[src/hdl/soc_pkg.sv]
/*
 * Shared bus types, address map and ids for the peripheral bus fabric.
 * Addresses are word addresses. Every region base is aligned to its size.
 */
package soc_pkg;

	localparam int ARCH_W = 32;
	localparam int ADDR_W = 30;

	typedef logic [ARCH_W-1:0] word_t;
	typedef logic [ADDR_W-1:0] addr_t;
	typedef logic [ARCH_W/8-1:0] sel_t;

	// PerInt op encoding, read-modify-write left out
	typedef enum logic [1:0] {
		PI1_NOP   = 2'b00,
		PI1_WRITE = 2'b01,
		PI1_READ  = 2'b10
	} pi1_op_t;

	typedef struct packed {
		pi1_op_t op;
		addr_t   addr;
		word_t   data;
		sel_t    sel;
	} pi1_req_t;

	typedef struct packed {
		word_t data;
		logic  rdy;
	} pi1_rsp_t;

	localparam addr_t RAM_BASE     = 30'h0000;
	localparam addr_t RAM_WORDS    = 30'd1024;
	localparam addr_t DEVTBL_BASE  = 30'h4000;
	localparam addr_t DEVTBL_WORDS = 30'd16;
	localparam addr_t GPIO_BASE    = 30'h4100;
	localparam addr_t GPIO_WORDS   = 30'd2;
	localparam addr_t DMA_BASE     = 30'h4200;
	localparam addr_t DMA_WORDS    = 30'd4;
	localparam addr_t INTC_BASE    = 30'h4300;
	localparam addr_t INTC_WORDS   = 30'd2;

	// Slave indices, the invalid responder comes last
	localparam int SLV_RAM     = 0;
	localparam int SLV_DEVTBL  = 1;
	localparam int SLV_GPIO    = 2;
	localparam int SLV_DMA     = 3;
	localparam int SLV_INTC    = 4;
	localparam int SLV_INVALID = 5;
	localparam int SLV_COUNT   = 6;

	localparam word_t DEV_ID_RAM     = 32'd1;
	localparam word_t DEV_ID_DEVTBL  = 32'd7;
	localparam word_t DEV_ID_GPIO    = 32'd6;
	localparam word_t DEV_ID_DMA     = 32'd2;
	localparam word_t DEV_ID_INTC    = 32'd3;
	localparam word_t DEV_ID_INVALID = 32'd0;

	localparam logic MST_HOST = 1'b0;
	localparam logic MST_DMA  = 1'b1;

	localparam int IRQ_SRC_GPIO  = 0;
	localparam int IRQ_SRC_DMA   = 1;
	localparam int IRQ_SRC_COUNT = 2;
	typedef logic [IRQ_SRC_COUNT-1:0] irq_vec_t;

	localparam int GPIO_COUNT = 8;
	typedef logic [GPIO_COUNT-1:0] gpio_t;

	localparam word_t INTC_NONE = '1;

	typedef enum logic [1:0] {
		DMA_IDLE,
		DMA_READ,
		DMA_WRITE
	} dma_state_t;

endpackage

[src/hdl/int_ctrl.sv]
/*
 * Interrupt controller for one destination. Word 0 reads the lowest pending source or
 * all ones, word 1 the pending mask. Bus writes complete without effect.
 */
module int_ctrl (
	input  logic              clk200mhz_w,
	input  logic              rst_p,
	input  soc_pkg::pi1_req_t bus_req_i,
	output soc_pkg::pi1_rsp_t bus_rsp_o,
	input  soc_pkg::irq_vec_t src_req_i,
	output soc_pkg::irq_vec_t src_ack_o,
	output logic              irq_o,
	input  logic              irq_ack_i
);

	soc_pkg::irq_vec_t pend_q;
	soc_pkg::irq_vec_t low_hot_w;
	soc_pkg::irq_vec_t ack_w;
	soc_pkg::word_t    low_idx_w;
	soc_pkg::word_t    rsp_data_q;
	logic              rdy_q;
	logic              act_w;

	assign act_w = bus_req_i.op != soc_pkg::PI1_NOP && !rdy_q;

	// Isolate lowest set bit
	assign low_hot_w = pend_q & (~pend_q + 1'b1);
	assign ack_w     = irq_ack_i ? low_hot_w : '0;

	always_comb begin
		low_idx_w = soc_pkg::INTC_NONE;
		for (int i = soc_pkg::IRQ_SRC_COUNT - 1; i >= 0; i--) begin
			if (pend_q[i])
				low_idx_w = soc_pkg::word_t'(i);
		end
	end

	always_ff @(posedge clk200mhz_w) begin
		if (rst_p) begin
			pend_q <= '0;
			rdy_q  <= 1'b0;
		end else begin
			// Acked source drops its level on this same edge
			pend_q <= (pend_q | src_req_i) & ~ack_w;
			rdy_q  <= act_w;
		end
	end

	always_ff @(posedge clk200mhz_w) begin
		if (act_w)
			rsp_data_q <= bus_req_i.addr[0] ? soc_pkg::word_t'(pend_q) : low_idx_w;
	end

	assign bus_rsp_o = '{data: rsp_data_q, rdy: rdy_q};
	assign src_ack_o = ack_w;
	assign irq_o     = |pend_q;

endmodule

[config.mk]
export PLATFORM = sky130hd
export DESIGN_NAME = int_ctrl
export DESIGN_NICKNAME = d
export VERILOG_FILES = /design/src/hdl/soc_pkg.sv /design/src/hdl/int_ctrl.sv
export SDC_FILE = /design/constraint.sdc
export NUM_CORES = 1
export LEC_CHECK = 0
export BUFFER_PORTS_ARGS = -buffer_cell sky130_fd_sc_hd__buf_2
export CORE_UTILIZATION = 24
export DETAILED_ROUTE_END_ITERATION = 10
export GPL_TIMING_DRIVEN = 0
export HOLD_SLACK_MARGIN = 0.15
export PLACE_DENSITY = 0.84
export SYNTH_ARGS = -nofsm -noshare
export SYNTH_HDL_FRONTEND = slang
export SYNTH_SLANG_ARGS = --single-unit
[constraint.sdc]
create_clock -name clk200mhz_w -period 3.5 [get_ports clk200mhz_w]
set_input_delay 0.7 -clock clk200mhz_w [delete_from_list [all_inputs] [get_ports clk200mhz_w]]
set_output_delay 0.7 -clock clk200mhz_w [all_outputs]
set_load 0.05 [all_outputs]
==> reports/results.ini <==
[detailed_routing]
wl_per_cell_um=7.429
drc=0
num_vias=447
drt-pass1-iter-count=2
totalWireLength_um=936
vias_per_cell=3.548
ant_nets=0
first_iter_violations=4

[timing]
finalCritPeriodShare_pct=66.95
period_needed_ps=2343
tns_ps=0
fin_skew_ps=0.8314
layout_setup_ws_ps=1157
rsz0062_at_grt=no
hold_violations=0
tightest_slew_ps=869.4
slew_headroom_pct=42.04
timing.fmax_ghz=0.4268
drv_slew=0
setup_viol=0

[cells_and_area]
nNetsFinal=176
drive_above_1_share_pct=76.24
n_fill_cell=187
finalNonFillerCells=126
area_growth_pct=56.77
mostFrequentLayoutCell=buf_2
final_util_pct=41.81
most-common-layout-cells=buf_2, buf_4
ff_latch_area_um2=150.1
final_cell_area_um2=753.2
antenna_cells=0
multi_input_area_um2=93.84

[floorplan]
core.rowCount=15
core_area_mm2=0.001802
start_util_pct=26.67
die_area_mm2=0.002185
die_y_um=46.74
pin_count=109
dieWidth_um=46.74

[placement]
dp_slack_ps=1385
dp_cells=122
place_area_um2=726.9
gp_congestion=0.6936
numPortBuffers=43

[critical_path]
critPathRequiredTime_ps=2800
worstSetupStartpointType=flop
cp_slowest_cell=edfxtp_1
crit_buf_inv=2
worst-path-max-fanout=30
arrival_ps=1640
crit_type=reg2out
path_cells=buf_4 -> buf_2
end_kind=output port
cpPeakStageDelay_ps=910
path_delay_family=flip-flops

[flow_run]
cap_violations=0

[clocking]
cts_inserted_buffers=3
hold_buffers=0
cts-resized-gates=0
h-tree-depth=1
path_clk_slew_ps=50
clock_latency_ps=240
cts_sinks=6
cts_tree=built
cts_root_buf=clkbuf_4
cts-root-to-sink-buffers=2
cts_setup_buffers=0

[synthesis]
synthCells=54
synth_seq_area_share_pct=31.25
ys_ff_latch=6
ys_types=17
syn-num-nets=128
netlist_area_um2=480.5
synth_warnings=0
avgSynthCellArea_um2=8.897

[global_routing]
grt_pass1_vias=336
antenna_found_initial=0
grt_first_pass_wirelength_um=1262
grt_usage_pct=8.665
grt_remaining_overflow=0
grt_max_degree=31

[power]
ir_drop_v=0.0003034
pwr_density_cell_mw_per_mm2=555.1
cellLeakagePower_nw=0.4566

[status]
status=complete, no violations

[worst_hold_path]
hold_path_class=reg2reg

==> cell type report <==
class / count / share of cell area [%]
Timing Repair Buffer: 43 / 28.57
Buffer: 30 / 29.90
Tap cell: 25 / 4.153
Inverter: 3 / 1.495
Sequential cell: 6 / 19.93
Multi-Input combinational cell: 15 / 12.46
Clock buffer: 4 / 3.488
==> cells in the mapped netlist <==
| cell type | count | share of area, % |
|---|---|---|
| buf_4 | 30 | 47 |
| dfxtp_1 | 3 | 13 |
| nand2_1 | 1 | 0.78 |
| and2_1 | 1 | 1.3 |
| edfxtp_1 | 3 | 19 |
| nand2b_1 | 1 | 1.3 |
| nor3_2 | 1 | 2.1 |
| ha_1 | 1 | 2.6 |
| nor2b_1 | 1 | 1.3 |
| o21ai_1 | 1 | 1.0 |
| a21oi_1 | 1 | 1.0 |
| and3b_1 | 1 | 1.8 |
| inv_1 | 3 | 2.3 |
| nor3_1 | 1 | 1.0 |
| or2_1 | 1 | 1.3 |
| or2b_1 | 1 | 1.6 |
| nor2_1 | 3 | 2.3 |
==> routing by layer <==
layer	routed length (µm)	up-vias	track usage [%]
met5	0	-	0
met1	369	182	7.801
met4	0	0	5.143
li1	-	231	-
met3	125	0	3.846
met2	441	34	15.83
==> flip-flops by register name, summed over array words and instances (netlist names) <==
register	cells
pend_q	2
rdy_q	1
rsp_data_q	3
==> cell families after synthesis <==
family	share of synthesized area, %
flip-flops	31.25
AO/OA/AOI/OAI	2.081
adder cells (fa/ha/maj)	2.604
buffers and inverters	49.22
AND/OR/NAND/NOR	14.85
==> per-stage QoR <==
step	total power [mW]	hold WS, ps
finish	0.4181	460.3
global route	0.4398	489.4
CTS	0.4242	458.8
detailed placement	0.3517	448.7
global placement	0.3473	436.8
floorplan	0.3046	422.1
==> report_power, final <==
part	switching [mW]	internal, mW	total [mW]	leakage (nW)
Combinational	0.177	0.0774	0.254	0.386
Sequential	0.0122	0.0821	0.0942	0.0552
Clock	0.0262	0.0433	0.0695	0.0150
Total	0.215	0.203	0.418	0.457
==> worst paths after layout <==
path         slack, ps  cells after the start      startpoint            end
max               1160                      2  rsp_data_q[30]  bus_rsp_o[15]
min                460                      1           rdy_q          rdy_q
max reg2reg       2510                      3       pend_q[0]  rsp_data_q[0]
min reg2reg        460                      1           rdy_q          rdy_q
No activity file was read; power rests on OpenSTA's default activity.
