===== src/hdl/soc_pkg.sv =====
/*
 * Shared bus types, address map and ids for the peripheral bus fabric.
 * Addresses are word addresses. Every region base is aligned to its size.
 */
package soc_pkg;

	localparam int ARCH_W = 32;
	localparam int ADDR_W = 30;

	typedef logic [ARCH_W-1:0] word_t;
	typedef logic [ADDR_W-1:0] addr_t;
	typedef logic [ARCH_W/8-1:0] sel_t;

	// PerInt op encoding, read-modify-write left out
	typedef enum logic [1:0] {
		PI1_NOP   = 2'b00,
		PI1_WRITE = 2'b01,
		PI1_READ  = 2'b10
	} pi1_op_t;

	typedef struct packed {
		pi1_op_t op;
		addr_t   addr;
		word_t   data;
		sel_t    sel;
	} pi1_req_t;

	typedef struct packed {
		word_t data;
		logic  rdy;
	} pi1_rsp_t;

	localparam addr_t RAM_BASE     = 30'h0000;
	localparam addr_t RAM_WORDS    = 30'd1024;
	localparam addr_t DEVTBL_BASE  = 30'h4000;
	localparam addr_t DEVTBL_WORDS = 30'd16;
	localparam addr_t GPIO_BASE    = 30'h4100;
	localparam addr_t GPIO_WORDS   = 30'd2;
	localparam addr_t DMA_BASE     = 30'h4200;
	localparam addr_t DMA_WORDS    = 30'd4;
	localparam addr_t INTC_BASE    = 30'h4300;
	localparam addr_t INTC_WORDS   = 30'd2;

	// Slave indices, the invalid responder comes last
	localparam int SLV_RAM     = 0;
	localparam int SLV_DEVTBL  = 1;
	localparam int SLV_GPIO    = 2;
	localparam int SLV_DMA     = 3;
	localparam int SLV_INTC    = 4;
	localparam int SLV_INVALID = 5;
	localparam int SLV_COUNT   = 6;

	localparam word_t DEV_ID_RAM     = 32'd1;
	localparam word_t DEV_ID_DEVTBL  = 32'd7;
	localparam word_t DEV_ID_GPIO    = 32'd6;
	localparam word_t DEV_ID_DMA     = 32'd2;
	localparam word_t DEV_ID_INTC    = 32'd3;
	localparam word_t DEV_ID_INVALID = 32'd0;

	localparam logic MST_HOST = 1'b0;
	localparam logic MST_DMA  = 1'b1;

	localparam int IRQ_SRC_GPIO  = 0;
	localparam int IRQ_SRC_DMA   = 1;
	localparam int IRQ_SRC_COUNT = 2;
	typedef logic [IRQ_SRC_COUNT-1:0] irq_vec_t;

	localparam int GPIO_COUNT = 8;
	typedef logic [GPIO_COUNT-1:0] gpio_t;

	localparam word_t INTC_NONE = '1;

	typedef enum logic [1:0] {
		DMA_IDLE,
		DMA_READ,
		DMA_WRITE
	} dma_state_t;

endpackage


===== src/hdl/gpio_port.sv =====
/*
 * 8-bit GPIO. Word 0 reads sampled inputs, word 1 is the output register (byte 0 only).
 * Inputs are assumed synchronous to the bus clock.
 */
module gpio_port (
	input  logic              clk200mhz_w,
	input  logic              rst_p,
	input  soc_pkg::pi1_req_t bus_req_i,
	output soc_pkg::pi1_rsp_t bus_rsp_o,
	input  soc_pkg::gpio_t    gp_i,
	output soc_pkg::gpio_t    gp_o,
	output logic              irq_req_o,
	input  logic              irq_ack_i
);

	soc_pkg::gpio_t in_q;
	soc_pkg::gpio_t out_q;
	soc_pkg::word_t rsp_data_q;
	logic           rdy_q;
	logic           irq_q;
	logic           act_w;

	assign act_w = bus_req_i.op != soc_pkg::PI1_NOP && !rdy_q;

	always_ff @(posedge clk200mhz_w) begin
		if (rst_p) begin
			rdy_q <= 1'b0;
			irq_q <= 1'b0;
			out_q <= '0;
		end else begin
			rdy_q <= act_w;
			if (irq_ack_i)
				irq_q <= 1'b0;
			// A new sample that differs raises the request
			if (gp_i != in_q)
				irq_q <= 1'b1;
			if (act_w && bus_req_i.op == soc_pkg::PI1_WRITE && bus_req_i.addr[0]
					&& bus_req_i.sel[0])
				out_q <= bus_req_i.data[soc_pkg::GPIO_COUNT-1:0];
		end
	end

	always_ff @(posedge clk200mhz_w) begin
		in_q <= gp_i;
		if (act_w)
			rsp_data_q <= bus_req_i.addr[0] ? soc_pkg::word_t'(out_q) : soc_pkg::word_t'(in_q);
	end

	assign bus_rsp_o = '{data: rsp_data_q, rdy: rdy_q};
	assign gp_o      = out_q;
	assign irq_req_o = irq_q;

endmodule


===== config.mk =====
export PLATFORM = sky130hd
export DESIGN_NAME = gpio_port
export DESIGN_NICKNAME = d
export VERILOG_FILES = /design/src/hdl/soc_pkg.sv /design/src/hdl/gpio_port.sv
export SDC_FILE = /design/constraint.sdc
export NUM_CORES = 1
export LEC_CHECK = 0
export BUFFER_PORTS_ARGS = -buffer_cell sky130_fd_sc_hd__buf_2
export CORE_ASPECT_RATIO = 0.8
export CORE_MARGIN = 1.5
export CORE_UTILIZATION = 31
export DETAILED_ROUTE_END_ITERATION = 10
export PLACE_DENSITY = 0.73
export SLEW_MARGIN = 40
export SYNTH_ARGS = -nofsm -noshare
export SYNTH_HDL_FRONTEND = slang
export SYNTH_SLANG_ARGS = --single-unit

===== constraint.sdc =====
create_clock -name clk200mhz_w -period 1.1 [get_ports clk200mhz_w]
set_input_delay 0.22 -clock clk200mhz_w [delete_from_list [all_inputs] [get_ports clk200mhz_w]]
set_output_delay 0.22 -clock clk200mhz_w [all_outputs]
set_load 0.05 [all_outputs]

==> flow_summary.json <==
{
  "crit_arrival_ns": 1.38,
  "drive_gt1_share_pct": 53.3,
  "gp_congestion": 0.766,
  "worst_hold_slack_ns": 0.0657,
  "dp_hpwl_mm": 1.79,
  "hp-class": "input port to register",
  "hold_viol_final": 0,
  "dr.pass1.iters": 4,
  "r2r_end": "gp_o[3]",
  "grt_pass1_wl_mm": 3.77,
  "drt-total-wl_mm": 2.56,
  "finalCritPeriodShare_pct": 106,
  "cts_tree": "built",
  "status": "finished with violations",
  "report.final.setup_viol": 8,
  "critPathMaxFanout": 8,
  "p_per_area_mw_per_mm2": 1530,
  "synth_commonest_cells": "buf_4 (25), dfxtp_1 (18), a21oi_1 (9)",
  "wl_per_cell_um": 13.4,
  "clkLatencyLatePin_ns": 0.27,
  "die_h_um": 58.3,
  "violations": "setup timing",
  "netlist_instances": 107,
  "cts_buffers": 3,
  "cp-endpoint": "gp_o[3]",
  "yosysTopAreaCell": "dfxtp_1",
  "htreeDepth": 1,
  "gr-total-overflow": 0,
  "r2r_slack_ns": -0.07,
  "dieArea_mm2": 0.00421,
  "setup.worst_path.end_class": "register",
  "drt_iter0_markers": 60,
  "reg2reg_depth": 4,
  "grt_use_total_pct": 11.7,
  "ys_seq_area_share_pct": 50.6,
  "num-fill-cells": 345,
  "synth_edf_count": 8,
  "clk_pin_slew_ns": 0.09,
  "utilization_pct": 45.4,
  "area_delta_synth_final_pct": 35.5,
  "core-area_mm2": 0.00354,
  "path_class": "register to register",
  "ys_warn_count": 0,
  "numClockSinks": 26,
  "dp.cells": 187,
  "ys_async_sr_fraction_pct": 0,
  "max_freq_ghz": 0.854,
  "synth_flop_cell": "dfxtp_1",
  "io_buffers": 40,
  "crit_required_ns": 1.31,
  "start_util_pct": 33.5,
  "ioPinCount": 121,
  "p_leak_nw": 0.691,
  "antenna_found_initial": 0,
  "syn-cell-area_mm2": 0.00119,
  "vias": 855,
  "grt_pass1_vias": 782,
  "clockRootBuffer": "clkbuf_8",
  "nets": 230,
  "grt_start_max_net_pins": 16,
  "drc_errors": 0,
  "yosys.area.top_type_share_pct": 30.4,
  "antenna_left": 0,
  "diodes": 0,
  "fin_crit_ns": 1.17,
  "holdBufCountCts": 0,
  "ir_drop_mv": 0.662,
  "cts.path.max_buffers": 2,
  "place_ws_ns": -0.183,
  "synth-seq-cells": 26,
  "setup_slack_ns": -0.0703,
  "yosysUniqueCellTypes": 18,
  "yosysMostFrequentCell": "buf_4",
  "synth.area.top_cells": "dfxtp_1 (30%), edfxtp_1 (20%), buf_4 (16%)",
  "rr_startpoint": "rdy_q",
  "die_width_um": 72.2,
  "crit_start": "rdy_q",
  "finClkSkew_ns": 0.00837,
  "stdcell_count": 192,
  "rows": 19,
  "maxCapViolations": 0,
  "viasPerCell": 4.45,
  "slew_violations": 0,
  "rsz0062_at_grt": "yes",
  "synth.avg_cell_area_um2": 11.1,
  "worst_setup_path_start_kind": "register"
}
[area by class of cell]
type / instances / area, um^2 / area share, %
multi-input combinational: 73 / 518 / 32.2
clock inverter: 1 / 30.0 / 1.87
inverter: 2 / 7.51 / 0.467
clock buffer: 3 / 41.3 / 2.57
tap: 42 / 52.6 / 3.27
sequential: 26 / 607 / 37.7
timing repair buffer: 45 / 352 / 21.9
[layout by cell type, fill, tap and decap left out, drive strengths merged]
cell / n
nand3: 8
o21ai: 8
a21oi: 9
a31oi: 1
clkbuf: 5
conb: 24
nor2: 2
nand4bb: 1
edfxtp: 8
xor2: 8
bufinv: 1
and4bb: 1
buf: 43
inv: 2
mux2: 8
nor4: 1
dfxtp: 18
nor3: 2
[power by group]
| group | leakage, nW | switching (mW) | total (mW) | internal (mW) |
|---|---|---|---|---|
| combinational | 0.422 | 0.427 | 0.585 | 0.158 |
| clock | 0.0357 | 0.304 | 0.791 | 0.487 |
| sequential | 0.233 | 0.0319 | 1.08 | 1.05 |
| total | 0.691 | 0.762 | 2.46 | 1.69 |
[metal layers]
| layer | global-route usage [%] | vias to the layer above | wire [um] |
|---|---|---|---|
| li1 | - | 406 | - |
| met1 | 15.6 | 398 | 1130 |
| met2 | 19.3 | 49 | 1210 |
| met3 | 4.28 | 2 | 219 |
| met4 | 0.809 | 0 | 5 |
| met5 | 0 | - | 0 |
[what timing repair did]
action	4_1_cts	5_1_grt
pin swaps	8	2
endpoints found under the setup margin	29	23
setup buffers	1	0
gates resized for setup	36	34
[through the flow]
stage               power, mW  cell area (um^2)  TNS [ns]
floorplan                1.57              1270         0
global placement         1.60              1330     -1.48
detailed placement       1.61              1330     -1.76
CTS                      2.42              1520    -0.254
global route             2.54              1610    -0.760
finish                   2.46              1610    -0.328
[cells by family after synthesis]
group           count (synthesis)  synth area share [%]
flops                          26                  50.6
simple gates                   15                  7.38
mux                             8                  7.60
other cells                     1                 0.316
buf+inv                        31                  20.5
compound gates                 18                  7.70
xor+xnor                        8                  5.91
[sequential cells by signal (all words and copies together), names as in the netlist]
signal      cells
gp_o            8
in_q            8
irq_req_o       1
rdy_q           1
rsp_data_q      8
[worst max-delay path, stage by stage (launching register included)]
cell and delay [ns]:
dfxtp_2 0.34, buf_6 0.12, and4bb_4 0.40, nand3_2 0.10, a21oi_2 0.14
[worst min-delay path by stage]
stage,startpoint,endpoint,slack (ns),cells after the start
4_1_cts,gp_i[4],in_q[4],0.06,1
5_1_grt,gp_i[7],in_q[7],0.05,1
6_report,gp_i[5],in_q[5],0.07,1
3_3_place_gp,gp_i[6],in_q[6],0.35,1
2_1_floorplan,gp_i[0],in_q[0],0.25,0
3_5_place_dp,gp_i[3],in_q[3],0.35,1
Power figures use the tool's default switching activity.
