<file path="src/hdl/soc_pkg.sv">
/*
 * Shared bus types, address map and ids for the peripheral bus fabric.
 * Addresses are word addresses. Every region base is aligned to its size.
 */
package soc_pkg;

	localparam int ARCH_W = 32;
	localparam int ADDR_W = 30;

	typedef logic [ARCH_W-1:0] word_t;
	typedef logic [ADDR_W-1:0] addr_t;
	typedef logic [ARCH_W/8-1:0] sel_t;

	// PerInt op encoding, read-modify-write left out
	typedef enum logic [1:0] {
		PI1_NOP   = 2'b00,
		PI1_WRITE = 2'b01,
		PI1_READ  = 2'b10
	} pi1_op_t;

	typedef struct packed {
		pi1_op_t op;
		addr_t   addr;
		word_t   data;
		sel_t    sel;
	} pi1_req_t;

	typedef struct packed {
		word_t data;
		logic  rdy;
	} pi1_rsp_t;

	localparam addr_t RAM_BASE     = 30'h0000;
	localparam addr_t RAM_WORDS    = 30'd1024;
	localparam addr_t DEVTBL_BASE  = 30'h4000;
	localparam addr_t DEVTBL_WORDS = 30'd16;
	localparam addr_t GPIO_BASE    = 30'h4100;
	localparam addr_t GPIO_WORDS   = 30'd2;
	localparam addr_t DMA_BASE     = 30'h4200;
	localparam addr_t DMA_WORDS    = 30'd4;
	localparam addr_t INTC_BASE    = 30'h4300;
	localparam addr_t INTC_WORDS   = 30'd2;

	// Slave indices, the invalid responder comes last
	localparam int SLV_RAM     = 0;
	localparam int SLV_DEVTBL  = 1;
	localparam int SLV_GPIO    = 2;
	localparam int SLV_DMA     = 3;
	localparam int SLV_INTC    = 4;
	localparam int SLV_INVALID = 5;
	localparam int SLV_COUNT   = 6;

	localparam word_t DEV_ID_RAM     = 32'd1;
	localparam word_t DEV_ID_DEVTBL  = 32'd7;
	localparam word_t DEV_ID_GPIO    = 32'd6;
	localparam word_t DEV_ID_DMA     = 32'd2;
	localparam word_t DEV_ID_INTC    = 32'd3;
	localparam word_t DEV_ID_INVALID = 32'd0;

	localparam logic MST_HOST = 1'b0;
	localparam logic MST_DMA  = 1'b1;

	localparam int IRQ_SRC_GPIO  = 0;
	localparam int IRQ_SRC_DMA   = 1;
	localparam int IRQ_SRC_COUNT = 2;
	typedef logic [IRQ_SRC_COUNT-1:0] irq_vec_t;

	localparam int GPIO_COUNT = 8;
	typedef logic [GPIO_COUNT-1:0] gpio_t;

	localparam word_t INTC_NONE = '1;

	typedef enum logic [1:0] {
		DMA_IDLE,
		DMA_READ,
		DMA_WRITE
	} dma_state_t;

endpackage

</file>
<file path="src/hdl/dev_table.sv">
/*
 * Read-only device table. Word i gives the id of slave i, word 8+i its size in words.
 * Writes complete and change nothing.
 */
module dev_table (
	input  logic              clk200mhz_w,
	input  logic              rst_p,
	input  soc_pkg::pi1_req_t bus_req_i,
	output soc_pkg::pi1_rsp_t bus_rsp_o
);

	soc_pkg::word_t id_w;
	soc_pkg::word_t size_w;
	soc_pkg::word_t rsp_data_q;
	logic [3:0]     off_w;
	logic           rdy_q;
	logic           act_w;

	assign off_w = bus_req_i.addr[3:0];
	assign act_w = bus_req_i.op != soc_pkg::PI1_NOP && !rdy_q;

	always_comb begin
		case (off_w[2:0])
			3'(soc_pkg::SLV_RAM): begin
				id_w   = soc_pkg::DEV_ID_RAM;
				size_w = soc_pkg::word_t'(soc_pkg::RAM_WORDS);
			end
			3'(soc_pkg::SLV_DEVTBL): begin
				id_w   = soc_pkg::DEV_ID_DEVTBL;
				size_w = soc_pkg::word_t'(soc_pkg::DEVTBL_WORDS);
			end
			3'(soc_pkg::SLV_GPIO): begin
				id_w   = soc_pkg::DEV_ID_GPIO;
				size_w = soc_pkg::word_t'(soc_pkg::GPIO_WORDS);
			end
			3'(soc_pkg::SLV_DMA): begin
				id_w   = soc_pkg::DEV_ID_DMA;
				size_w = soc_pkg::word_t'(soc_pkg::DMA_WORDS);
			end
			3'(soc_pkg::SLV_INTC): begin
				id_w   = soc_pkg::DEV_ID_INTC;
				size_w = soc_pkg::word_t'(soc_pkg::INTC_WORDS);
			end
			// Invalid slave and unused entries
			default: begin
				id_w   = soc_pkg::DEV_ID_INVALID;
				size_w = '0;
			end
		endcase
	end

	always_ff @(posedge clk200mhz_w) begin
		if (rst_p)
			rdy_q <= 1'b0;
		else
			rdy_q <= act_w;
	end

	always_ff @(posedge clk200mhz_w) begin
		if (act_w)
			rsp_data_q <= off_w[3] ? size_w : id_w;
	end

	assign bus_rsp_o = '{data: rsp_data_q, rdy: rdy_q};

endmodule

</file>
<file path="config.mk">
export PLATFORM = sky130hd
export DESIGN_NAME = dev_table
export DESIGN_NICKNAME = d
export VERILOG_FILES = /design/src/hdl/soc_pkg.sv /design/src/hdl/dev_table.sv
export SDC_FILE = /design/constraint.sdc
export NUM_CORES = 1
export LEC_CHECK = 0
export BUFFER_PORTS_ARGS = -buffer_cell sky130_fd_sc_hd__buf_2
export CAP_MARGIN = 20
export CELL_PAD_IN_SITES_DETAIL_PLACEMENT = 2
export CELL_PAD_IN_SITES_GLOBAL_PLACEMENT = 2
export CORE_AREA = 2 2 73 75
export CTS_CLUSTER_DIAMETER = 120
export CTS_CLUSTER_SIZE = 25
export DETAILED_ROUTE_END_ITERATION = 8
export DIE_AREA = 0 0 75 77
export PLACE_DENSITY = 0.87
export SLEW_MARGIN = 0
export SYNTH_ARGS = -nofsm -noshare
export SYNTH_HDL_FRONTEND = slang
export SYNTH_SLANG_ARGS = --single-unit
</file>
<file path="constraint.sdc">
create_clock -name clk200mhz_w -period 0.95 [get_ports clk200mhz_w]
set_input_delay 0.0475 -clock clk200mhz_w [delete_from_list [all_inputs] [get_ports clk200mhz_w]]
set_output_delay 0.0475 -clock clk200mhz_w [all_outputs]
set_load 0.05 [all_outputs]
</file>
==> metrics.md <==
| Metric | Value |
|---|---|
| Outcome | `finished clean` |
| Pin count of the biggest net entering global routing | `9` |
| Worst path top cell family by delay | `flip-flops` |
| Setup tns final | `0 ns` |
| Final Net Count | `137` |
| Worst clock skew | `0.001465 ns` |
| DR pass1 iterations | `1` |
| Antenna violations before repair | `0` |
| Total wire length after detailed routing | `981 um` |
| Type of element capturing the critical path | `primary output` |
| Number of top-level design ports | `103` |
| Sequential-to-total area share from yosys stat | `0.3560` |
| Post-synthesis instance area | `478.0 um^2` |
| Routability-driven placement congestion ratio | `around 0.74` |
| Data arrival at the endpoint of the critical path | `0.84 ns` |
| Standby leakage power | `around 0.26 nW` |
| Site Rows | `26` |
| Hold violation total from the final report | `0` |
| Most frequent standard cell in the layout excluding fill and tap cells | `conb_1` |
| Layout cell share with drive strength beyond 1 | `0.2727` |
| Area added between synthesis and finish | `21.47%` |
| Average wire per cell in the routed design | `7.213 um` |
| Count of mapped cells out of synthesis | `between 40 and 50` |
| Root Driver | `clkbuf_8` |
| Iteration-0 DRC count of the detailed router | `0` |
| Vias per Instance | `2.338` |
| Count of state elements after synthesis | `6` |
| Die footprint | `5775 um^2` |
| Series of cell instances along the critical path | `buf_2` |
| HPWL Detailed | `813.9 um` |
| Deepest level of the CTS H-tree | `1` |
| Synthesized area per cell | `9.754 um^2` |
| Core box area | `4977 um^2` |
| Max-cap violations | `0` |
| Worst IR drop on VDD | `0.3258 mV` |
| Most used cells in the layout excluding fill and tap cells | `27 x conb_1, 13 x buf_2, 5 x edfxtp_1` |
| Total power density per cell area | `between 1500 and 2000 nW/um^2` |
| Maximum clock frequency | `1130 MHz` |
| Port buffer count | `13` |
| Final count of negative-setup-slack endpoints | `0` |
| Overall track demand over capacity in global routing | `0.03369` |
| Horiz. Die Dim | `75 um` |
| FILL cells | `615` |
| Post-CTS Resized | `0` |
| Total DRC errors in the routed layout | `0` |
| Number of distinct library cells after synthesis | `16` |
| DP Cell Count | `131` |
| Fin. max-slew vios | `0` |
| Required time reported for the critical path endpoint | `0.90 ns` |
| Global route overflow | `0` |
| Vias after detailed routing | `318` |
| Yosys warnings | `0` |
| Clock buffer depth | `2` |
| Period utilization | `0.9317` |
| Number of global-route vias before repair | `roughly 310` |
| Total CTS buffers | `3` |
| Initial core utilization | `0.09603` |
| Clock-pin slew of the registers on the worst-case setup and hold paths | `0.04 ns` |
| Wire length of the first global-routing pass | `1.297 mm` |
| CP peak stage delay | `0.33 ns` |
| Period minus WS final | `0.8851 ns` |
| Critical path buffer and inverter count | `1` |
| Number of antenna diodes | `0` |
| Slowest cell on the critical path | `dfxtp_1` |
| Die span in y | `77 um` |
| Maximum net fanout on the critical path | `3` |
| Unrepaired setup endpoints after global routing | `false` |
| Critical path launch point type | `flop` |
| Detail Route Antenna Nets | `0` |
| CTS Sinks | `6` |
| Filler-free cell count of the finished design | `136` |
| Clock tree from TritonCTS | `yes` |
| Clk Latency, worst-skew pair | `0.23 ns` |
| Worst Path Class, Setup | `flop to primary output` |
| Kind of path behind the tightest hold check | `input pin to flop` |
-- path summary, 6_finish.rpt --
path | from | endpoint | slack (ns) | cells past startpoint
max | rdy_q$_SDFF_PP0_ | bus_rsp_o[0] | 0.06 | 1
min | bus_req_i[66] | rdy_q$_SDFF_PP0_ | 0.11 | 3
max reg2reg | rdy_q$_SDFF_PP0_ | rsp_data_q[4]$_SDFFCE_PN0P_ | 0.10 | 2
min reg2reg | rdy_q$_SDFF_PP0_ | rdy_q$_SDFF_PP0_ | 0.44 | 1
-- cell type report --
| class | instances | area, um^2 | area share |
|---|---|---|---|
| Sequential cell | 6 | 170.2 | 0.2931 |
| Multi-Input combinational cell | 40 | 191.4 | 0.3297 |
| Clock buffer | 4 | 45.04 | 0.07759 |
| Timing Repair Buffer | 15 | 82.58 | 0.1422 |
| Tap cell | 70 | 87.58 | 0.1509 |
| Inverter | 1 | 3.754 | 0.006466 |
-- state kept, by name (all words and copies together) (netlist names) --
signal,flops
rdy_q,1
rsp_data_q,5
-- metal layers --
layer	share of wire	up-vias	wire [um]	global-route usage
li1	-	141	-	-
met1	0.28	140	273	0.01891
met2	0.53	31	523	0.06228
met3	0.14	6	133	0.009198
met4	0.052	0	51	0.04821
met5	0	-	0	0
-- report_power, final --
part / internal, W / switching [W] / leakage (nW)
clock network: 0.000290 / 0.000127 / 0.0228
registers: 0.000314 / 0.00000764 / 0.0598
logic: 0.0000490 / 0.000360 / 0.177
total: 0.000653 / 0.000494 / 0.259
-- tightest hold or removal path, delay by kind of cell --
kind | cells | cell delay, ns
and+or+nand+nor | 2 | 0.16
buffers and inverters | 1 | 0.08
-- cell usage after synthesis --
cell type / number / area, um^2
buf_4: 28 / 210.2
edfxtp_1: 5 / 150.1
nor2_1: 2 / 7.510
nor2b_1: 2 / 12.51
a211oi_1: 1 / 7.510
a211oi_2: 1 / 12.51
a21boi_0: 1 / 7.510
conb_1: 1 / 3.750
dfxtp_1: 1 / 20.02
inv_1: 1 / 3.750
nor3_1: 1 / 5.000
nor4_1: 1 / 6.260
nor4b_1: 1 / 8.760
o21ai_0: 1 / 5.000
o31a_1: 1 / 8.760
xnor2_1: 1 / 8.760
-- through the flow --
stage          worst slack (ns)    util  power [W]  area (um^2)  hold WS (ns)
3_5_place_dp            0.08744  0.1056  0.0007301        525.5        0.2183
5_1_grt                 0.02433  0.1166   0.001194        580.6        0.1585
4_1_cts                 0.04473  0.1166   0.001162        580.6        0.1309
2_1_floorplan           0.04695       -  0.0007594        575.6        0.1243
6_report                0.06485  0.1166   0.001147        580.6        0.1134
3_3_place_gp            0.09895  0.1056  0.0007193        525.5        0.2189
-- cell families (layout without fill, tap and decap cells) --
| family | Yosys count | count (layout) | share of synthesized area |
|---|---|---|---|
| XOR/XNOR | 1 | 1 | 0.01833 |
| AND/OR/NAND/NOR | 7 | 7 | 0.08377 |
| buffers and inverters | 29 | 20 | 0.4476 |
| AO/OA/AOI/OAI | 5 | 5 | 0.08639 |
| other | 1 | 27 | 0.007846 |
| flip-flops | 6 | 6 | 0.3560 |
-- what timing repair did --
item / in CTS / in global routing
hold buffers: 1 / 0
endpoints found under the setup margin: 0 / 0
setup buffers: 0 / 0
endpoints found under the hold margin: 1 / 0
No activity file was read; power rests on OpenSTA's default activity.
