### config.mk
export PLATFORM = sky130hd
export DESIGN_NAME = pi1_interconnect
export DESIGN_NICKNAME = d
export VERILOG_FILES = /design/src/hdl/soc_pkg.sv /design/src/hdl/pi1_interconnect.sv
export SDC_FILE = /design/constraint.sdc
export NUM_CORES = 1
export LEC_CHECK = 0
export BUFFER_PORTS_ARGS = -buffer_cell sky130_fd_sc_hd__buf_2
export CORE_AREA = 2 2 275 277
export CTS_BUF_LIST = sky130_fd_sc_hd__clkbuf_2
export CTS_CLUSTER_DIAMETER = 60
export DETAILED_ROUTE_END_ITERATION = 7
export DIE_AREA = 0 0 277 279
export SKIP_LAST_GASP = 1
export SLEW_MARGIN = 10
export SYNTH_ARGS = -nofsm -noshare
export SYNTH_HDL_FRONTEND = slang
export SYNTH_SLANG_ARGS = --single-unit
### constraint.sdc
create_clock -name clk200mhz_w -period 22.3 [get_ports clk200mhz_w]
set_input_delay 6.69 -clock clk200mhz_w [delete_from_list [all_inputs] [get_ports clk200mhz_w]]
set_output_delay 6.69 -clock clk200mhz_w [all_outputs]
set_load 0.05 [all_outputs]
### src/hdl/soc_pkg.sv
/*
 * Shared bus types, address map and ids for the peripheral bus fabric.
 * Addresses are word addresses. Every region base is aligned to its size.
 */
package soc_pkg;

	localparam int ARCH_W = 32;
	localparam int ADDR_W = 30;

	typedef logic [ARCH_W-1:0] word_t;
	typedef logic [ADDR_W-1:0] addr_t;
	typedef logic [ARCH_W/8-1:0] sel_t;

	// PerInt op encoding, read-modify-write left out
	typedef enum logic [1:0] {
		PI1_NOP   = 2'b00,
		PI1_WRITE = 2'b01,
		PI1_READ  = 2'b10
	} pi1_op_t;

	typedef struct packed {
		pi1_op_t op;
		addr_t   addr;
		word_t   data;
		sel_t    sel;
	} pi1_req_t;

	typedef struct packed {
		word_t data;
		logic  rdy;
	} pi1_rsp_t;

	localparam addr_t RAM_BASE     = 30'h0000;
	localparam addr_t RAM_WORDS    = 30'd1024;
	localparam addr_t DEVTBL_BASE  = 30'h4000;
	localparam addr_t DEVTBL_WORDS = 30'd16;
	localparam addr_t GPIO_BASE    = 30'h4100;
	localparam addr_t GPIO_WORDS   = 30'd2;
	localparam addr_t DMA_BASE     = 30'h4200;
	localparam addr_t DMA_WORDS    = 30'd4;
	localparam addr_t INTC_BASE    = 30'h4300;
	localparam addr_t INTC_WORDS   = 30'd2;

	// Slave indices, the invalid responder comes last
	localparam int SLV_RAM     = 0;
	localparam int SLV_DEVTBL  = 1;
	localparam int SLV_GPIO    = 2;
	localparam int SLV_DMA     = 3;
	localparam int SLV_INTC    = 4;
	localparam int SLV_INVALID = 5;
	localparam int SLV_COUNT   = 6;

	localparam word_t DEV_ID_RAM     = 32'd1;
	localparam word_t DEV_ID_DEVTBL  = 32'd7;
	localparam word_t DEV_ID_GPIO    = 32'd6;
	localparam word_t DEV_ID_DMA     = 32'd2;
	localparam word_t DEV_ID_INTC    = 32'd3;
	localparam word_t DEV_ID_INVALID = 32'd0;

	localparam logic MST_HOST = 1'b0;
	localparam logic MST_DMA  = 1'b1;

	localparam int IRQ_SRC_GPIO  = 0;
	localparam int IRQ_SRC_DMA   = 1;
	localparam int IRQ_SRC_COUNT = 2;
	typedef logic [IRQ_SRC_COUNT-1:0] irq_vec_t;

	localparam int GPIO_COUNT = 8;
	typedef logic [GPIO_COUNT-1:0] gpio_t;

	localparam word_t INTC_NONE = '1;

	typedef enum logic [1:0] {
		DMA_IDLE,
		DMA_READ,
		DMA_WRITE
	} dma_state_t;

endpackage

### src/hdl/pi1_interconnect.sv
/*
 * Two-master PerInt fabric with fixed host priority.
 * An access is locked one cycle after its op appears, so a free bus answers in 2 cycles.
 * Unmapped addresses go to a built-in responder that reads zero.
 */
module pi1_interconnect (
	input  logic               clk200mhz_w,
	input  logic               rst_p,
	input  soc_pkg::pi1_req_t  host_req_i,
	output soc_pkg::pi1_rsp_t  host_rsp_o,
	input  soc_pkg::pi1_req_t  dma_req_i,
	output soc_pkg::pi1_rsp_t  dma_rsp_o,
	output soc_pkg::pi1_req_t  slv_req_o [soc_pkg::SLV_COUNT-1],
	input  soc_pkg::pi1_rsp_t  slv_rsp_i [soc_pkg::SLV_COUNT-1]
);

	// Region hit, wrap of the subtraction rejects addresses below base
	function automatic logic in_region(input soc_pkg::addr_t a, input soc_pkg::addr_t base,
			input soc_pkg::addr_t words);
		return (a - base) < words;
	endfunction

	function automatic logic [$clog2(soc_pkg::SLV_COUNT)-1:0] decode_slave(
			input soc_pkg::addr_t a);
		if (in_region(a, soc_pkg::RAM_BASE, soc_pkg::RAM_WORDS))
			return 3'(soc_pkg::SLV_RAM);
		if (in_region(a, soc_pkg::DEVTBL_BASE, soc_pkg::DEVTBL_WORDS))
			return 3'(soc_pkg::SLV_DEVTBL);
		if (in_region(a, soc_pkg::GPIO_BASE, soc_pkg::GPIO_WORDS))
			return 3'(soc_pkg::SLV_GPIO);
		if (in_region(a, soc_pkg::DMA_BASE, soc_pkg::DMA_WORDS))
			return 3'(soc_pkg::SLV_DMA);
		if (in_region(a, soc_pkg::INTC_BASE, soc_pkg::INTC_WORDS))
			return 3'(soc_pkg::SLV_INTC);
		return 3'(soc_pkg::SLV_INVALID);
	endfunction

	logic                                  busy_q;
	logic                                  gnt_q;
	logic                                  inv_rdy_q;
	soc_pkg::pi1_req_t                     gnt_req_w;
	soc_pkg::pi1_rsp_t                     sel_rsp_w;
	logic [$clog2(soc_pkg::SLV_COUNT)-1:0] sel_w;

	assign gnt_req_w = (gnt_q == soc_pkg::MST_HOST) ? host_req_i : dma_req_i;
	assign sel_w = decode_slave(gnt_req_w.addr);

	// Only the decoded slave sees the op, and only once the access is locked
	always_comb begin
		for (int i = 0; i < soc_pkg::SLV_COUNT - 1; i++) begin
			slv_req_o[i] = gnt_req_w;
			if (!busy_q || sel_w != i)
				slv_req_o[i].op = soc_pkg::PI1_NOP;
		end
	end

	always_comb begin
		sel_rsp_w = '{data: '0, rdy: inv_rdy_q};
		if (sel_w != soc_pkg::SLV_INVALID)
			sel_rsp_w = slv_rsp_i[sel_w];
	end

	assign host_rsp_o = (gnt_q == soc_pkg::MST_HOST) ? sel_rsp_w : '0;
	assign dma_rsp_o  = (gnt_q == soc_pkg::MST_DMA) ? sel_rsp_w : '0;

	// Grant moves only while idle; host wins over DMA
	always_ff @(posedge clk200mhz_w) begin
		if (rst_p) begin
			busy_q <= 1'b0;
			gnt_q  <= soc_pkg::MST_HOST;
		end else if (!busy_q) begin
			if (host_req_i.op != soc_pkg::PI1_NOP) begin
				gnt_q  <= soc_pkg::MST_HOST;
				busy_q <= 1'b1;
			end else if (dma_req_i.op != soc_pkg::PI1_NOP) begin
				gnt_q  <= soc_pkg::MST_DMA;
				busy_q <= 1'b1;
			end
		end else if (sel_rsp_w.rdy) begin
			busy_q <= 1'b0;
		end
	end

	// Invalid device responder
	always_ff @(posedge clk200mhz_w) begin
		if (rst_p)
			inv_rdy_q <= 1'b0;
		else
			inv_rdy_q <= busy_q && sel_w == soc_pkg::SLV_INVALID
				&& gnt_req_w.op != soc_pkg::PI1_NOP && !inv_rdy_q;
	end

endmodule

==> results by group <==
Final layout
  – Commonest non-fill, non-tap cells in the layout: buf_2, nor2_1, mux2_2
  – Most common cell after layout, fill and taps aside: buf_2
  – Post-route cell area: ~9400 um^2
  – Final core occ: 0.1272
  – Final non-filler cell total: 2322
  – Fill count: 8659
  – Register area: 63.81 um^2
  – Area of the multi-input gates: 4363 um^2
  – Area grow syn2layout: 40.02%
  – Final nets: ~1700
  – Share of post-route cells with drive strength above 1: 0.5970

Floorplanning
  – IO Count: 709
  – Rows: 100
  – Core Region: 74070 um^2
  – Die ar.: 77280 um^2
  – Initial core utilization: 0.09088
  – Die X: 277 um
  – Chip height: 279 um

Pwr
  – Leakage: 4.363 nW
  – Clock Power Share: 0.022
  – Internal Power: 91.49 uW
  – Peak VDD IR: 0.00005016 V
  – Sequential power share: 0.020
  – Sw frac: 0.7561
  – Power Total: 375.1 uW
  – Power per Cell Area: 39.80 nW/um^2
  – Net Switching: 283.6 uW
  – Combinational Power Share: 0.958

Detailed routing
  – DRT Wirelength: roughly 45000 um
  – Via count: 8870
  – Final ANT Viol Nets: 0
  – DR WL/cell: 19.30 um
  – DRT iter0 DRCs: 733
  – Pre-Repair DR Iteration Count: 5
  – Via/cell ratio: 3.820
  – DRC: 0

Setup path
  – CP delay by family, top: compound AO/OA/AOI/OAI gates
  – WP data required: between 15 and 20 ns
  – Cell mode on critical path: buf_4
  – Buf/Inv on CP: 6
  – CP startpoint kind: primary input
  – CP endpoint kind: primary output
  – Flop-to-flop setup slack: 15.56 ns
  – CP arrival: 12.15 ns
  – Critical path, cell by cell: buf_2, mux2i_1, inv_1, a21oi_1, a21oi_1, nor3_1, o2111ai_1, nor4_4, buf_4, a41oi_2, buf_4, and2_1, buf_4, a211oi_1, a2bb2oi_1, nor2_1, buf_2
  – Worst Path Max Fanout: 37
  – Max incr delay on CP: 0.74 ns
  – Slowest CP cell: a21oi_1
  – Critical path class: in2out

STA
  – Unrepaired setup endpoints after global routing: false
  – Hold Vio Cnt, Final: 0
  – # setup viols final: 0
  – Slew @ Worst Pin: 1.200 ns
  – Final critical-path share of the clock period: 0.8447
  – Total negative setup slack: 0 ns
  – PnR worst setup slack: 3.464 ns
  – Clk_skew: 0.008588 ns
  – Final Max Slew Viols: 0
  – Tmin final: 18.84 ns
  – Worst hold-check slack: 0.7746 ns
  – Worst rel slew slack: 0.2000
  – F_max: 0.05309 GHz

Clocking
  – Clock-pin slew on the worst setup and hold paths: roughly 0.050 ns
  – Total CTS buffers: 3
  – Clock sink count: 3
  – Clk Latency, worst-skew pair: 0.22 ns
  – CTS Root Cell: clkbuf_2
  – TritonCTS clock tree: done
  – Setup repair bufs after CTS: 0
  – Clock buffer depth: 2
  – CTS HTree Levels: 1
  – CTS-repair resized insts: 0
  – Hold_buf cts: 0

Synthesis
  – Sequential element share of the synthesized area: 0.008922
  – Mapped Cells: a little over 900
  – Synth Flop Type: dfxtp_1
  – Post-synthesis area per instance: ~7.2 um^2
  – Netlist cell types: 78
  – Mapped Nets: 1240
  – Async SR Flop Fraction: 0
  – Ys Warns: 0
  – Yosys reg bits: 3
  – Number of synthesized flops with an enable pin: 0
  – Mapped cell area: 6731 um^2

Global route
  – Initial antenna violation count: 7
  – Wire length of the first global-routing pass: between 50000 and 60000 um
  – Grt ovf: 0
  – Number of global-route vias before repair: 7885
  – Largest net degree at the start of global routing: 53
  – GRT Total Usage: 0.1040

Place
  – Port Buf Inserts: approximately 700
  – Placement Cell Area: roughly 9400 um^2
  – Place WS: 3.518 ns
  – RePlAce Congestion: 0.9473
  – DP HPWL: 38880 um
  – Placed cells: 2310

Worst hold path
  – Hold Path Class: reg2reg

Outcome
  – Status: finished clean

Job
  – Maxcap violations: 0
-- per-layer routing --
layer	routed length, um	vias to the layer above	global-route usage
li1	-	4026	-
met1	20240	4214	0.1493
met2	20160	595	0.1651
met3	3566	33	0.01431
met4	824	2	0.01979
met5	16	-	0
-- flip-flops by register name (all words and copies together), names as in the netlist --
name	cells
busy_q	1
inv_rdy_q	1
gnt_q	1
-- cell usage after synthesis (21+ instances only) --
cell	instances	area (um^2)
nand2_1	22	82.58
mux2i_1	22	220.2
inv_1	25	93.84
a21boi_0	34	255.2
clkbuf_1	31	116.4
nor2b_1	34	212.7
nor3_1	31	155.2
nor2_1	64	240.2
a2bb2oi_1	34	297.8
buf_4	265	1989
mux2_2	48	540.5
o221ai_1	37	324.1
a211oi_1	37	277.8
xnor2_1	21	183.9
-- power by group through the flow --
stage | clock network, mW | registers (mW) | logic [mW]
after floorplan | 0 | 0.00594 | 0.309
after global placement | 0 | 0.00808 | 0.360
after CTS | 0.00857 | 0.00795 | 0.360
after detailed placement | 0 | 0.00805 | 0.359
final | 0.00809 | 0.00768 | 0.359
after global routing | 0.00922 | 0.00794 | 0.372
-- final cells by class --
class / count / share of cell area
multi-input combinational: 590 / 0.4629
timing repair buffer: 722 / 0.3871
tap: 969 / 0.1286
inverter: 26 / 0.01035
sequential: 3 / 0.006770
clock buffer: 4 / 0.002124
antenna: 8 / 0.002124
-- worst paths after layout --
path	cells past startpoint	start	end
worst max-delay path	17	dma_req_i[50]	host_rsp_o[29]
worst min-delay path	2	busy_q	gnt_q
worst max register to register	17	gnt_q	busy_q
worst min register to register	2	busy_q	gnt_q
-- worst register-to-register path: stages (launching register included) --
cell,delay (ns)
dfxtp_4,0.52
buf_4,0.47
buf_4,0.53
mux2i_1,0.45
inv_1,0.49
a21oi_1,0.74
a21oi_1,0.25
nor3_1,0.33
o2111ai_1,0.25
nor4_4,0.31
buf_4,0.47
a41oi_2,0.09
buf_4,0.28
and2_1,0.25
buf_4,0.26
a211oi_2,0.54
nor3_1,0.17
a211oi_2,0.25
-- cells by family after synthesis --
group	after synthesis	share of synthesized area
buf+inv	342	0.3437
simple gates	250	0.2138
compound gates	245	0.2862
mux	71	0.1151
xor+xnor	22	0.02863
flops	3	0.008922
fa+ha+maj	2	0.003717
Note: power is estimated with default switching activity, not from simulation.
